## src/include/exe_config.svh

```systemverilog
/* Sizing macros for the execution stage.
 * EXE_MUL_STAGES must stay at 3, the depth built into exe_mul.
 */
`ifndef EXE_CONFIG_SVH
`define EXE_CONFIG_SVH

// --------------------------------------------------
// datapath widths
// --------------------------------------------------

// operand and result width in bits.
`define EXE_XLEN 64

// architectural register address width.
`define EXE_REG_W 5

// issue tag width, enough for 16 instructions in flight.
`define EXE_TAG_W 4

// --------------------------------------------------
// latencies
// --------------------------------------------------

`define EXE_MUL_STAGES 3  // cycles from issue to writeback for MUL and MULW.

`endif

```

## src/hw/exe_pkg.sv

```systemverilog
/* Types shared by the execution stage and its testbench.
 * Opcode and unit encodings are local to this stage, not RISC-V encodings.
 */
`default_nettype none

`include "exe_config.svh"

package exe_pkg;

    // --------------------------------------------------
    // vectors with a meaning
    // --------------------------------------------------

    typedef logic [`EXE_XLEN-1:0]  xlen_t;      // operand or result.
    typedef logic [`EXE_REG_W-1:0] reg_addr_t;  // destination register.
    typedef logic [`EXE_TAG_W-1:0] tag_t;       // issue tag.

    // --------------------------------------------------
    // decoded operation
    // --------------------------------------------------

    // W forms work on the low word and sign-extend the result.
    typedef enum logic [4:0] {
        OP_ADD,
        OP_SUB,
        OP_SLL,
        OP_SLT,
        OP_SLTU,
        OP_XOR,
        OP_SRL,
        OP_SRA,
        OP_OR,
        OP_AND,
        OP_ADDW,
        OP_SUBW,
        OP_SLLW,
        OP_SRLW,
        OP_SRAW,
        OP_MUL,
        OP_MULW,
        OP_PASS
    } exe_op_t;

    // functional unit chosen by the decoder.
    typedef enum logic [1:0] {
        UNIT_ALU,
        UNIT_SYSTEM,
        UNIT_MUL,
        UNIT_OTHER
    } exe_unit_t;

    // --------------------------------------------------
    // stage interfaces
    // --------------------------------------------------

    // one issued instruction with its operands already read.
    typedef struct packed {
        exe_unit_t unit;
        exe_op_t   op;
        xlen_t     data_rs1;
        xlen_t     data_rs2;
        reg_addr_t rd;
        logic      regfile_we;
        tag_t      tag;
    } exe_issue_t;

    // one writeback to the register file.
    typedef struct packed {
        logic      valid;
        xlen_t     result;
        reg_addr_t rd;
        logic      regfile_we;
        tag_t      tag;
    } exe_wb_t;

endpackage

`default_nettype wire

```

## src/hw/exe_ctrl.sv

```systemverilog
/* Issue control for the execution stage.
 * Only one unit may finish per cycle; an ALU op waits when a multiply owns its slot.
 */
`timescale 1ns/1ps
`default_nettype none

`include "exe_config.svh"

module exe_ctrl (
    input  logic               clk_i,
    input  logic               rst_n_i,

    input  logic               issue_valid_i,
    input  exe_pkg::exe_issue_t issue_i,
    output logic               issue_ready_o,

    input  logic               wb_ready_i,
    input  exe_pkg::exe_wb_t    alu_wb_i,
    input  exe_pkg::exe_wb_t    mul_wb_i,
    output exe_pkg::exe_wb_t    wb_o,

    output logic               advance_o,
    output logic               alu_fire_o,
    output logic               mul_fire_o,
    output exe_pkg::exe_issue_t alu_issue_o,
    output exe_pkg::exe_issue_t mul_issue_o
);
    import exe_pkg::*;

    // one bit per future writeback slot; bit 0 is the slot opening on the next edge.
    localparam int RSV_W = `EXE_MUL_STAGES - 1;

    logic [RSV_W-1:0] slot_q, slot_d;
    logic             to_alu;
    logic             to_mul;
    logic             alu_blocked;
    logic             accept;

    // --------------------------------------------------
    // decode and handshake
    // --------------------------------------------------

    assign to_alu = (issue_i.unit == UNIT_ALU) || (issue_i.unit == UNIT_SYSTEM);
    assign to_mul = (issue_i.unit == UNIT_MUL);

    // the stage moves whenever the held writeback is taken or there is none.
    assign advance_o = wb_ready_i | ~wb_o.valid;

    assign alu_blocked   = to_alu & slot_q[0];  // a multiply finishes in that slot.
    assign issue_ready_o = advance_o & ~alu_blocked;
    assign accept        = issue_valid_i & issue_ready_o;

    assign alu_fire_o = accept & to_alu;
    assign mul_fire_o = accept & to_mul;  // UNIT_OTHER is accepted and dropped.

    // both datapaths see the same instruction; the fire strobes pick the owner.
    assign alu_issue_o = issue_i;
    assign mul_issue_o = issue_i;

    // --------------------------------------------------
    // slot reservation
    // --------------------------------------------------

    // a multiply accepted now finishes RSV_W edges after the one that takes it.
    always_comb begin
        slot_d            = slot_q >> 1;
        slot_d[RSV_W-1]   = mul_fire_o;
    end

    always_ff @(posedge clk_i or negedge rst_n_i) begin
        if (!rst_n_i) begin
            slot_q <= '0;
        end else if (advance_o) begin
            slot_q <= slot_d;  // frozen together with the pipelines.
        end
    end

    // --------------------------------------------------
    // writeback select
    // --------------------------------------------------

    // The reservation keeps the two sources from being valid together,
    // so a priority pick is enough here.
    always_comb begin
        if (mul_wb_i.valid) begin
            wb_o = mul_wb_i;
        end else begin
            wb_o = alu_wb_i;  // carries valid low when the ALU is idle.
        end
    end

endmodule

`default_nettype wire

```

## config.mk

```make
export PLATFORM = sky130hd
export DESIGN_NAME = exe_ctrl
export DESIGN_NICKNAME = d
export VERILOG_FILES = /design/src/hw/exe_pkg.sv /design/src/hw/exe_ctrl.sv
export VERILOG_INCLUDE_DIRS = /design/src /design/src/include
export SDC_FILE = /design/constraint.sdc
export NUM_CORES = 1
export LEC_CHECK = 0
export BUFFER_PORTS_ARGS = -buffer_cell sky130_fd_sc_hd__buf_2
export CAP_MARGIN = 25
export CORE_AREA = 2 2 263 265
export DETAILED_ROUTE_END_ITERATION = 16
export DIE_AREA = 0 0 265 267
export HOLD_SLACK_MARGIN = 0.08
export SYNTH_ARGS = -nofsm -noshare
export SYNTH_HDL_FRONTEND = slang
export SYNTH_SLANG_ARGS = --single-unit
```

## constraint.sdc

```tcl
create_clock -name clk_i -period 1 [get_ports clk_i]
set_clock_uncertainty 0.05 [all_clocks]
set_input_delay 0.1 -clock clk_i [delete_from_list [all_inputs] [get_ports clk_i]]
set_output_delay 0.1 -clock clk_i [all_outputs]
set_load 0.03 [all_outputs]
```

==> results of run 1 <==
timing repair:
item	CTS	global route
pin swaps	3	2
hold buffers	1	0
hold endpoints to repair	2	0
resized for setup	187	47
buffers inserted	2	7
setup endpoints to repair	79	79
gates cloned	3	0
how the worst min path moves through the flow:
stage,startpoint,cells past startpoint,to
after global routing,issue_i[54],0,alu_issue_o[54]
after CTS,issue_i[76],0,alu_issue_o[76]
after floorplan,rst_n_i,0,slot_q[0]
final,issue_i[18],0,alu_issue_o[18]
after detailed placement,rst_n_i,1,slot_q[0]
after global placement,rst_n_i,1,slot_q[0]
cell usage in the layout, fill, tap and decap left out:
| cell type | Yosys | routed |
|---|---|---|
| dfrtp_1 | 2 | 2 |
| o21bai_4 | 0 | 1 |
| mux2_1 | 56 | 3 |
| mux2_4 | 0 | 66 |
| or2_1 | 1 | 1 |
| and2_4 | 0 | 1 |
| buf_2 | 2 | 160 |
| dlygate4sd3_1 | 0 | 1 |
| buf_8 | 0 | 1 |
| clkbuf_16 | 0 | 3 |
| buf_12 | 0 | 5 |
| and3_2 | 0 | 1 |
| mux2_2 | 20 | 7 |
| a21boi_4 | 0 | 1 |
| buf_4 | 291 | 12 |
| buf_6 | 5 | 78 |
| inv_1 | 1 | 1 |
| diode_2 | 0 | 1 |
| nor2_1 | 1 | 1 |
| buf_16 | 0 | 4 |
| and3b_1 | 1 | 1 |
cell type report:
| cell class | count | area [um2] |
|---|---|---|
| Fill cell | 7943 | 63600 |
| Multi-Input combinational cell | 83 | 1180 |
| Tap cell | 882 | 1100 |
| Antenna cell | 1 | 2.50 |
| Clock buffer | 3 | 75.1 |
| Timing Repair Buffer | 261 | 2000 |
| Inverter | 1 | 3.75 |
| Sequential cell | 2 | 50.0 |
stage by stage:
step	cells	hold WS [ns]	power, W	setup slack (ns)	TNS, ns
after global placement	1217	-0.144	0.00170	-0.254	-14.23
after global routing	1233	0.150	0.00304	-0.208	-10.08
after CTS	1226	0.150	0.00282	-0.207	-9.64
after floorplan	384	-0.246	0.00315	0.0258	0
final	1233	0.150	0.00292	-0.190	-7.72
after detailed placement	1217	-0.143	0.00171	-0.273	-15.32
per-layer routing:
metal	share of wire, %	GRT usage (%)	vias to the layer above	wire, um
met5	0.055	0	-	10
met4	6.5	3.19	2	1160
met3	17	3.22	96	3140
met2	39	6.32	401	6950
met1	38	4.84	927	6760
li1	-	-	866	-
critical path: cells and delay by family:
kind | cells | cell delay (ns)
buffers and inverters | 3 | 0.52
muxes | 1 | 0.36
power groups by stage:
stage,logic (W),registers [W],clock network [W]
floorplan,0.00306,0.0000925,0
global placement,0.00161,0.0000930,0
detailed placement,0.00162,0.0000931,0
CTS,0.00212,0.0000905,0.000609
global route,0.00234,0.0000918,0.000614
finish,0.00223,0.0000907,0.000599
logic make-up after synthesis:
kind of cell,after synthesis,share of synthesized area (%)
buffers and inverters,299,70.2
AND/OR/NAND/NOR,5,0.975
flip-flops,2,1.56
multiplexers,76,26.7
AO/OA/AOI/OAI,2,0.585
==> run metrics, run 1 <==
status finished, violations left; max frequency 0.840 GHz; Synth top cells by count buf_4, mux2_1, mux2_2, buf_6; end of the critical path wb_o[60]; Mapped Cells 384; Clock Path Buffers 2; Post-Syn Area 3210 um2; Pwr Density 661 nW/um2; Reg2Reg Setup Slack 0.04 ns; # IOs 668; synthesis-to-layout area growth 37.5%; fin util 6.49%; die area 70800 um2; Worst Slack Setup Final -0.190 ns; Max Cap Viol 0; first-pass GRT wire length 21100 um; Most flops, register slot_q; Internal 0.00174 W; failing checks negative setup slack; DR iter-0 viols 51; Synth Warn # 0; total congestion overflow 0; CP Max Fanout 24; RSZ-0062 raised after global routing true; final WL 18000 um; Worst Setup Start Kind primary input; antenna violations before repair 8; CP Launch Point mul_wb_i[74]; clock share of power 20.5%; endpoints failing setup 77; Avg Inst Size Synth 8.36 um2; Worst Hold Class primary input to primary output; largest net degree at the start of global routing 25; Crit Reg-Reg Endpoint slot_q[0]; Sequential Power Share 3.1%; FF+latch count, synth 2; ranking of synthesized cells by area buf_4, mux2_1, mux2_2; Distinct cells, synth 14; core area 68000 um2; maximum vdd ir drop 322 uV; Synth Flop Type dfrtp_1; layout cells sized above 1 97.1%; r2r worst-path depth 2; sw frac 40.4%; WS Path Type primary input to primary output; period utilization 119%; First-pass DRT Iterations 4; leakage power 1.96 nW; CP required 0.85 ns; dominant cell type by area after synthesis buf_4; clk_lat worst skew 0.22 ns; max-slew violations 0; Die Wd 265 um; Post-synth EDFFs 0; Comb power frac 76.4%; min Tclk post-route 1.19 ns; Via density 1.86; die height 267 um; gp weighted congestion 0.702; TritonCTS clock tree yes; Top Registers slot_q x2; Worst slew margin 84.9%; number of flip-flops in the largest register 2; DP Area 3400 um2; most common cell in the netlist buf_4; FF-to-FF Start slot_q[0]; CTS buffer count 3; WL per Instance 14.6 um; Buffers on Ports 238; critical-path cell list buf_16 > buf_16 > mux2_4 > buf_2; nets@finish 651; DRC 0; All-Layer GR Usage 4.56%; post-route cell area 4420 um2; Post-DP HPWL 14800 um; Root Driver clkbuf_16; Hold Vio Cnt, Final 0; sw power 0.00118 W; slew of the pin with the lowest slew margin 0.226 ns; Mapped Nets 683; Clock Sink Count 2; Starting Density 4.72%; placement row count 96; H-tree depth 1; share of the synthesized area in the top cell type 68.0%; Via Count 2292; Seq/Total Area, Yosys 1.56%; Slowest Stage Delay on Critical Path 0.36 ns; Worst EP arrival 1.04 ns; antenna-violating nets left 0; Slowest-stage cell, CP mux2_4; cell mode on critical path buf_16; CP Capture Type primary output; share of flip-flops with an asynchronous set or reset 100%; vias in the first global route 2418
Power figures use the tool's default switching activity.
==> run 2, diff against run 1 <==
--- a/config.mk
+++ b/config.mk
@@ -11,7 +11,6 @@
 export CORE_AREA = 2 2 263 265
 export DETAILED_ROUTE_END_ITERATION = 16
 export DIE_AREA = 0 0 265 267
-export HOLD_SLACK_MARGIN = 0.08
 export SYNTH_ARGS = -nofsm -noshare
 export SYNTH_HDL_FRONTEND = slang
 export SYNTH_SLANG_ARGS = --single-unit
==> constraint.sdc (replaced) <==
create_clock -name clk_i -period 1 [get_ports clk_i]
set_clock_uncertainty 0.05 [all_clocks]
set_input_delay 0.15 -clock clk_i [delete_from_list [all_inputs] [get_ports clk_i]]
set_output_delay 0.15 -clock clk_i [all_outputs]
set_load 0.03 [all_outputs]
==> run 2 against run 1 <==
Compared with the run above: via count is 0.26% higher; flip-flop and latch count stayed put; utilization is 0.25 points higher; the flow still finishes with violations (negative setup slack); total power is 2.4% higher; maximum frequency is 1.5% lower; clock power hardly changed; combinational power is 3% higher.
==> run metrics, run 2 (synthesis results as in run 1) <==
maximum vdd ir drop 1530 uV (was 322 uV); FF-to-FF Start slot_q[0] (unchanged); setup_tns -10.87 ns (was -7.72 ns); final WL 18100 um (was 18000 um); layout cells sized above 1 98.0% (was 97.1%); die height 267 um (unchanged); failing checks negative setup slack (unchanged); CTS buffer count 3 (unchanged); clk_lat worst skew 0.22 ns (about the same); met3 Use GR 3.59% (was 3.22%); vias in the first global route 2337 (was 2418); largest net degree at the start of global routing 25 (unchanged); CTS clk-pin slew, worst paths 0.03 ns; sw frac 39.3% (was 40.4%); critical-path cell list buf_16 > buf_16 > buf_12 > mux2_4 > buf_6 (was buf_16 > buf_16 > mux2_4 > buf_2); CP Capture Type primary output (unchanged); gp weighted congestion 0.674 (was 0.702); Sequential Power Share 3.1% (about the same); clock share of power 20.0% (was 20.5%); commonest cells after routing, fill and taps aside buf_2, buf_6, mux2_4, buf_16 (was buf_2, buf_6, mux2_4, buf_4, mux2_2); status finished, violations left (unchanged); Via density 1.86 (about the same); Post-DP HPWL 13100 um (was 14800 um); Comb power frac 77.0% (was 76.4%); Worst Hold Class primary input to async pin (was primary input to primary output); Worst slew margin 85.9% (was 84.9%); core area 68000 um2 (unchanged); WL per Instance 14.6 um (about the same); Worst Slack Setup Final -0.209 ns (was -0.190 ns); max-slew violations 0 (unchanged); Reg2Reg Setup Slack 0.05 ns (was 0.04 ns); All-Layer GR Usage 4.38% (was 4.56%); cell mode on critical path buf_16 (unchanged); Buffers on Ports 238 (unchanged); DR iter-0 viols 55 (was 51); antenna-violating nets left 0 (unchanged); total congestion overflow 0 (unchanged); Via Count 2298 (was 2292); endpoints failing setup 80 (was 77); first-pass GRT wire length 20300 um (was 21100 um); Most flops, register slot_q (unchanged); Slowest Stage Delay on Critical Path 0.29 ns (was 0.36 ns); Worst Setup Start Kind primary input (unchanged); Clock Sink Count 2 (unchanged); CP required 0.80 ns (was 0.85 ns); Root Driver clkbuf_16 (unchanged); Multi-input gate area 1210 um2 (was 1180 um2); period utilization 121% (was 119%); Die Wd 265 um (unchanged); max frequency 0.827 GHz (was 0.840 GHz); min Tclk post-route 1.21 ns (was 1.19 ns); leakage power 2.03 nW (was 1.96 nW); Final Hold Slack 0.212 ns (was 0.150 ns); Worst EP arrival 1.01 ns (was 1.04 ns); commonest non-fill, non-tap cell in the layout buf_2 (unchanged); Internal 0.00181 W (was 0.00174 W); Slowest-stage cell, CP mux2_4 (unchanged); Starting Density 4.72% (unchanged); TritonCTS clock tree yes (unchanged); sw power 0.00117 W (was 0.00118 W); grt peak-use layer met2 (unchanged); Register Area 50.0 um2 (unchanged); global routing usage on met1 3.92% (was 4.84%); Max Cap Viol 0 (unchanged); First-pass DRT Iterations 4 (unchanged); number of flip-flops in the largest register 2 (unchanged); H-tree depth 1 (unchanged); critical path's top delay family buffers and inverters (unchanged); die area 70800 um2 (unchanged); WS Path Type primary input to primary output (unchanged); CP Launch Point mul_wb_i[74] (unchanged); Pwr Density 652 nW/um2 (was 661 nW/um2); RSZ-0062 raised after global routing true (unchanged); placement row count 96 (unchanged); Hold Vio Cnt, Final 0 (unchanged); # IOs 668 (unchanged); number of buffers and inverters on the critical path 4 (was 3); Final Total Pwr 0.00299 W (was 0.00292 W); met2 Use GR 6.55% (was 6.32%); CP Max Fanout 6 (was 24); nets@finish 650 (was 651); Top Registers slot_q x2 (unchanged); antenna violations before repair 5 (was 8); DRC 0 (unchanged); synthesis-to-layout area growth 42.8% (was 37.5%); Clock Path Buffers 2 (unchanged); slew of the pin with the lowest slew margin 0.211 ns (was 0.226 ns); Filler cells 7912 (was 7943)
-- run 2: cell count changes in the layout (fill, tap and decap cells not counted), moves of 2 or more --
cell | before | now
buf_16 | 4 | 10
diode_2 | 1 | 3
mux2_2 | 7 | 3
buf_2 | 160 | 158
buf_4 | 12 | 3
mux2_1 | 3 | 0
mux2_4 | 66 | 73
buf_6 | 78 | 81
-- run 2: timing repair --
item	4_1_cts	5_1_grt
cloned	8	2
gates resized for setup	210	40
setup endpoints to repair	80	81
pin swaps	4	3
hold endpoints to repair	2	0
setup buffers	6	5
hold buffers	1	0
-- run 2: cell type report --
| type | count | share of cell area (%) |
|---|---|---|
| clock buffers | 3 | 1.64 |
| diodes | 3 | 0.164 |
| multi-input cells | 83 | 26.3 |
| well taps | 882 | 24.1 |
| flip-flops and latches | 2 | 1.09 |
| repair buffers | 260 | 46.6 |
| inverters | 1 | 0.0819 |
-- run 2: stage by stage --
stage / instances / setup WS, ns / area [um2] / utilization, %
2_1_floorplan: 384 / -0.0372 / 3260 / -
3_3_place_gp: 1210 / -0.360 / 3370 / 4.95
3_5_place_dp: 1210 / -0.376 / 3370 / 4.95
4_1_cts: 1228 / -0.240 / 4430 / 6.51
5_1_grt: 1234 / -0.235 / 4580 / 6.74
6_report: 1234 / -0.209 / 4580 / 6.74
-- run 2: worst paths after layout --
check | depth (start not counted) | to
hold / removal | 2 | slot_q[1]
setup reg to reg | 2 | slot_q[0]
setup / recovery | 5 | wb_o[53]
hold reg to reg | 1 | slot_q[1]
max in group asynchronous | 2 | slot_q[0]
min in group clk_i | 0 | alu_issue_o[132]
-- run 2: power by group through the flow --
stage / clock network, W / registers (W) / logic (W)
after floorplan: 0 / 0.0000925 / 0.00308
after global routing: 0.000614 / 0.0000922 / 0.00240
after detailed placement: 0 / 0.0000940 / 0.00155
final: 0.000596 / 0.0000917 / 0.00230
after global placement: 0 / 0.0000940 / 0.00154
after CTS: 0.000605 / 0.0000905 / 0.00222
-- run 2: routing by layer --
layer | up-vias | wire, um
met5 | - | 0
met4 | 0 | 1350
met3 | 97 | 3470
met2 | 398 | 7460
met1 | 931 | 5790
li1 | 872 | -
==> run 3, diff against run 2 <==
--- a/config.mk
+++ b/config.mk
@@ -11,6 +11,7 @@
 export CORE_AREA = 2 2 263 265
 export DETAILED_ROUTE_END_ITERATION = 16
 export DIE_AREA = 0 0 265 267
+export SKIP_LAST_GASP = 1
 export SYNTH_ARGS = -nofsm -noshare
 export SYNTH_HDL_FRONTEND = slang
 export SYNTH_SLANG_ARGS = --single-unit
==> constraint.sdc (replaced) <==
create_clock -name clk_i -period 1 [get_ports clk_i]
set_clock_uncertainty 0.05 [all_clocks]
set_input_delay 0.25 -clock clk_i [delete_from_list [all_inputs] [get_ports clk_i]]
set_output_delay 0.25 -clock clk_i [all_outputs]
set_load 0.03 [all_outputs]
==> run 3 against run 2 <==
Compared with the run above: the run still ends with negative setup slack left; final area is 1.7% higher; combinational power increased by 4%; total power is 3.5% higher; critical path depth did not move; critical endpoint is now issue_ready_o; maximum frequency fell by 12%; via count up 7.7%.
==> run metrics, run 3 (synthesis results as in run 1) <==
status finished, violations left (unchanged); failing checks negative setup slack (unchanged); DP Area 3650 um2 (was 3370 um2); DP Cell Count 1214 (was 1210); largest net degree at the start of global routing 19 (was 25); Pwr Density 664 nW/um2 (was 652 nW/um2); antenna-violating nets left 0 (unchanged); Worst Slack Setup Final -0.379 ns (was -0.209 ns); commonest non-fill, non-tap cell in the layout buf_2 (unchanged); CP required 0.70 ns (was 0.80 ns); Via density 2.00 (was 1.86); Place WS -0.544 ns (was -0.376 ns); die area 70800 um2 (unchanged); number of flip-flops in the largest register 2 (unchanged); WS Path Type primary input to primary output (unchanged); Starting Density 4.72% (unchanged); First-pass DRT Iterations 4 (unchanged); max frequency 0.725 GHz (was 0.827 GHz); Reg2Reg Setup Slack 0.13 ns (was 0.05 ns); total congestion overflow 0 (unchanged); Worst Hold Class primary input to async pin (unchanged); fin cells 1239 (was 1234); min Tclk post-route 1.38 ns (was 1.21 ns); Worst slew margin 88.7% (was 85.9%); All-Layer GR Usage 5.15% (was 4.38%); # IOs 668 (unchanged); Post-DP HPWL 16800 um (was 13100 um); period utilization 138% (was 121%); core area 68000 um2 (unchanged); max-slew violations 0 (unchanged); Clock Sink Count 2 (unchanged); DRC 0 (unchanged); Filler cells 7913 (was 7912); Via Count 2476 (was 2298); nets@finish 654 (was 650); Most flops, register slot_q (unchanged); r2r worst-path depth 1 (was 2); commonest cells after routing, fill and taps aside buf_2, mux2_4, buf_6, buf_4, buf_16 (was buf_2, buf_6, mux2_4, buf_16); slew of the pin with the lowest slew margin 0.169 ns (was 0.211 ns); CP Max Fanout 6 (unchanged); Slowest Stage Delay on Critical Path 0.21 ns (was 0.29 ns); placement row count 96 (unchanged); critical path's top delay family buffers and inverters (unchanged); antenna violations before repair 9 (was 5); Top Registers slot_q x2 (unchanged); critical-path cell list buf_16 > buf_12 > o21bai_4 > a21boi_4 > buf_6 (was buf_16 > buf_16 > buf_12 > mux2_4 > buf_6); maximum vdd ir drop 395 uV (was 1530 uV); clk_lat worst skew 0.22 ns (about the same); Buffers on Ports 238 (unchanged); Slowest-stage cell, CP a21boi_4 (was mux2_4); Die Wd 265 um (unchanged); Worst Setup Start Kind primary input (unchanged); Max Cap Viol 0 (unchanged); leakage power 2.08 nW (was 2.03 nW); CP Launch Point mul_wb_i[74] (unchanged); CTS buffer count 3 (unchanged); Clock Path Buffers 2 (unchanged); Crit Reg-Reg Endpoint slot_q[0] (unchanged); CTS clk-pin slew, worst paths 0.03 ns (about the same); WL per Instance 16.7 um (was 14.6 um); first-pass GRT wire length 23600 um (was 20300 um); H-tree depth 1 (unchanged); endpoints failing setup 81 (was 80); Worst EP arrival 1.08 ns (was 1.01 ns); Root Driver clkbuf_16 (unchanged); synthesis-to-layout area growth 45.2% (was 42.8%); final WL 20700 um (was 18100 um); post-route cell area 4660 um2 (was 4580 um2); die height 267 um (unchanged); FF-to-FF Start slot_q[0] (unchanged); TritonCTS clock tree yes (unchanged); vias in the first global route 2479 (was 2337); setup_tns -23.88 ns (was -10.87 ns); DR iter-0 viols 112 (was 55); number of buffers and inverters on the critical path 3 (was 4); Hold Vio Cnt, Final 0 (unchanged); RSZ-0062 raised after global routing true (unchanged); gp weighted congestion 0.605 (was 0.674); layout cells sized above 1 98.6% (was 98.0%); CP Capture Type primary output (unchanged)
## run 3: cell types whose count changed in the layout (fill, tap and decap cells not counted), moves of 2 or more
cell | before | now
mux2_4 | 73 | 76
buf_4 | 3 | 14
mux2_2 | 3 | 0
clkbuf_16 | 4 | 7
buf_8 | 1 | 3
buf_6 | 81 | 71
## run 3: area by class of cell
cell class	instances	area [um2]	share of cell area, %
timing repair buffer	264	2200	47.2
sequential	2	51.3	1.10
multi-input combinational	83	1220	26.1
antenna	4	10.0	0.215
clock buffer	3	75.1	1.61
tap	882	1100	23.7
inverter	1	3.75	0.0805
## run 3: power by group
group / total [W] / switching [W] / internal, W / leakage [nW]
registers: 0.0000945 / 0.00000651 / 0.0000880 / 0.0254
logic: 0.00240 / 0.00115 / 0.00125 / 2.02
clock network: 0.000600 / 0.0000917 / 0.000509 / 0.0370
## run 3: per-stage QoR
step,hold WS (ns),power (W),util (%)
after floorplan,-0.0956,0.00335,-
after global placement,-0.0153,0.00192,5.38
after detailed placement,-0.0128,0.00192,5.38
after CTS,0.304,0.00294,6.42
after global routing,0.317,0.00321,6.86
final,0.313,0.00309,6.86
## run 3: timing repair
action / CTS / global route
setup buffers: 2 / 2
gates cloned: 8 / 5
pin swaps: 2 / 2
resized for setup: 128 / 77
endpoints found under the hold margin: 2 / 0
endpoints found under the setup margin: 81 / 81
hold buffers: 1 / 0
## run 3: routing by layer
metal	routed length, um	part of all wire [%]	vias to the layer above	global-route usage (%)
li1	-	-	884	-
met1	5820	28	1020	3.93
met2	9470	46	422	8.54
met3	3540	17	144	3.99
met4	1810	8.8	6	4.28
met5	44	0.21	-	0
## run 3: worst max-delay path by stage
stage / to / slack, ns / cells after the start
floorplan: wb_o[22] / -0.17 / 3
global placement: wb_o[73] / -0.54 / 4
detailed placement: wb_o[70] / -0.54 / 4
CTS: wb_o[21] / -0.38 / 4
global route: issue_ready_o / -0.42 / 5
finish: issue_ready_o / -0.38 / 5
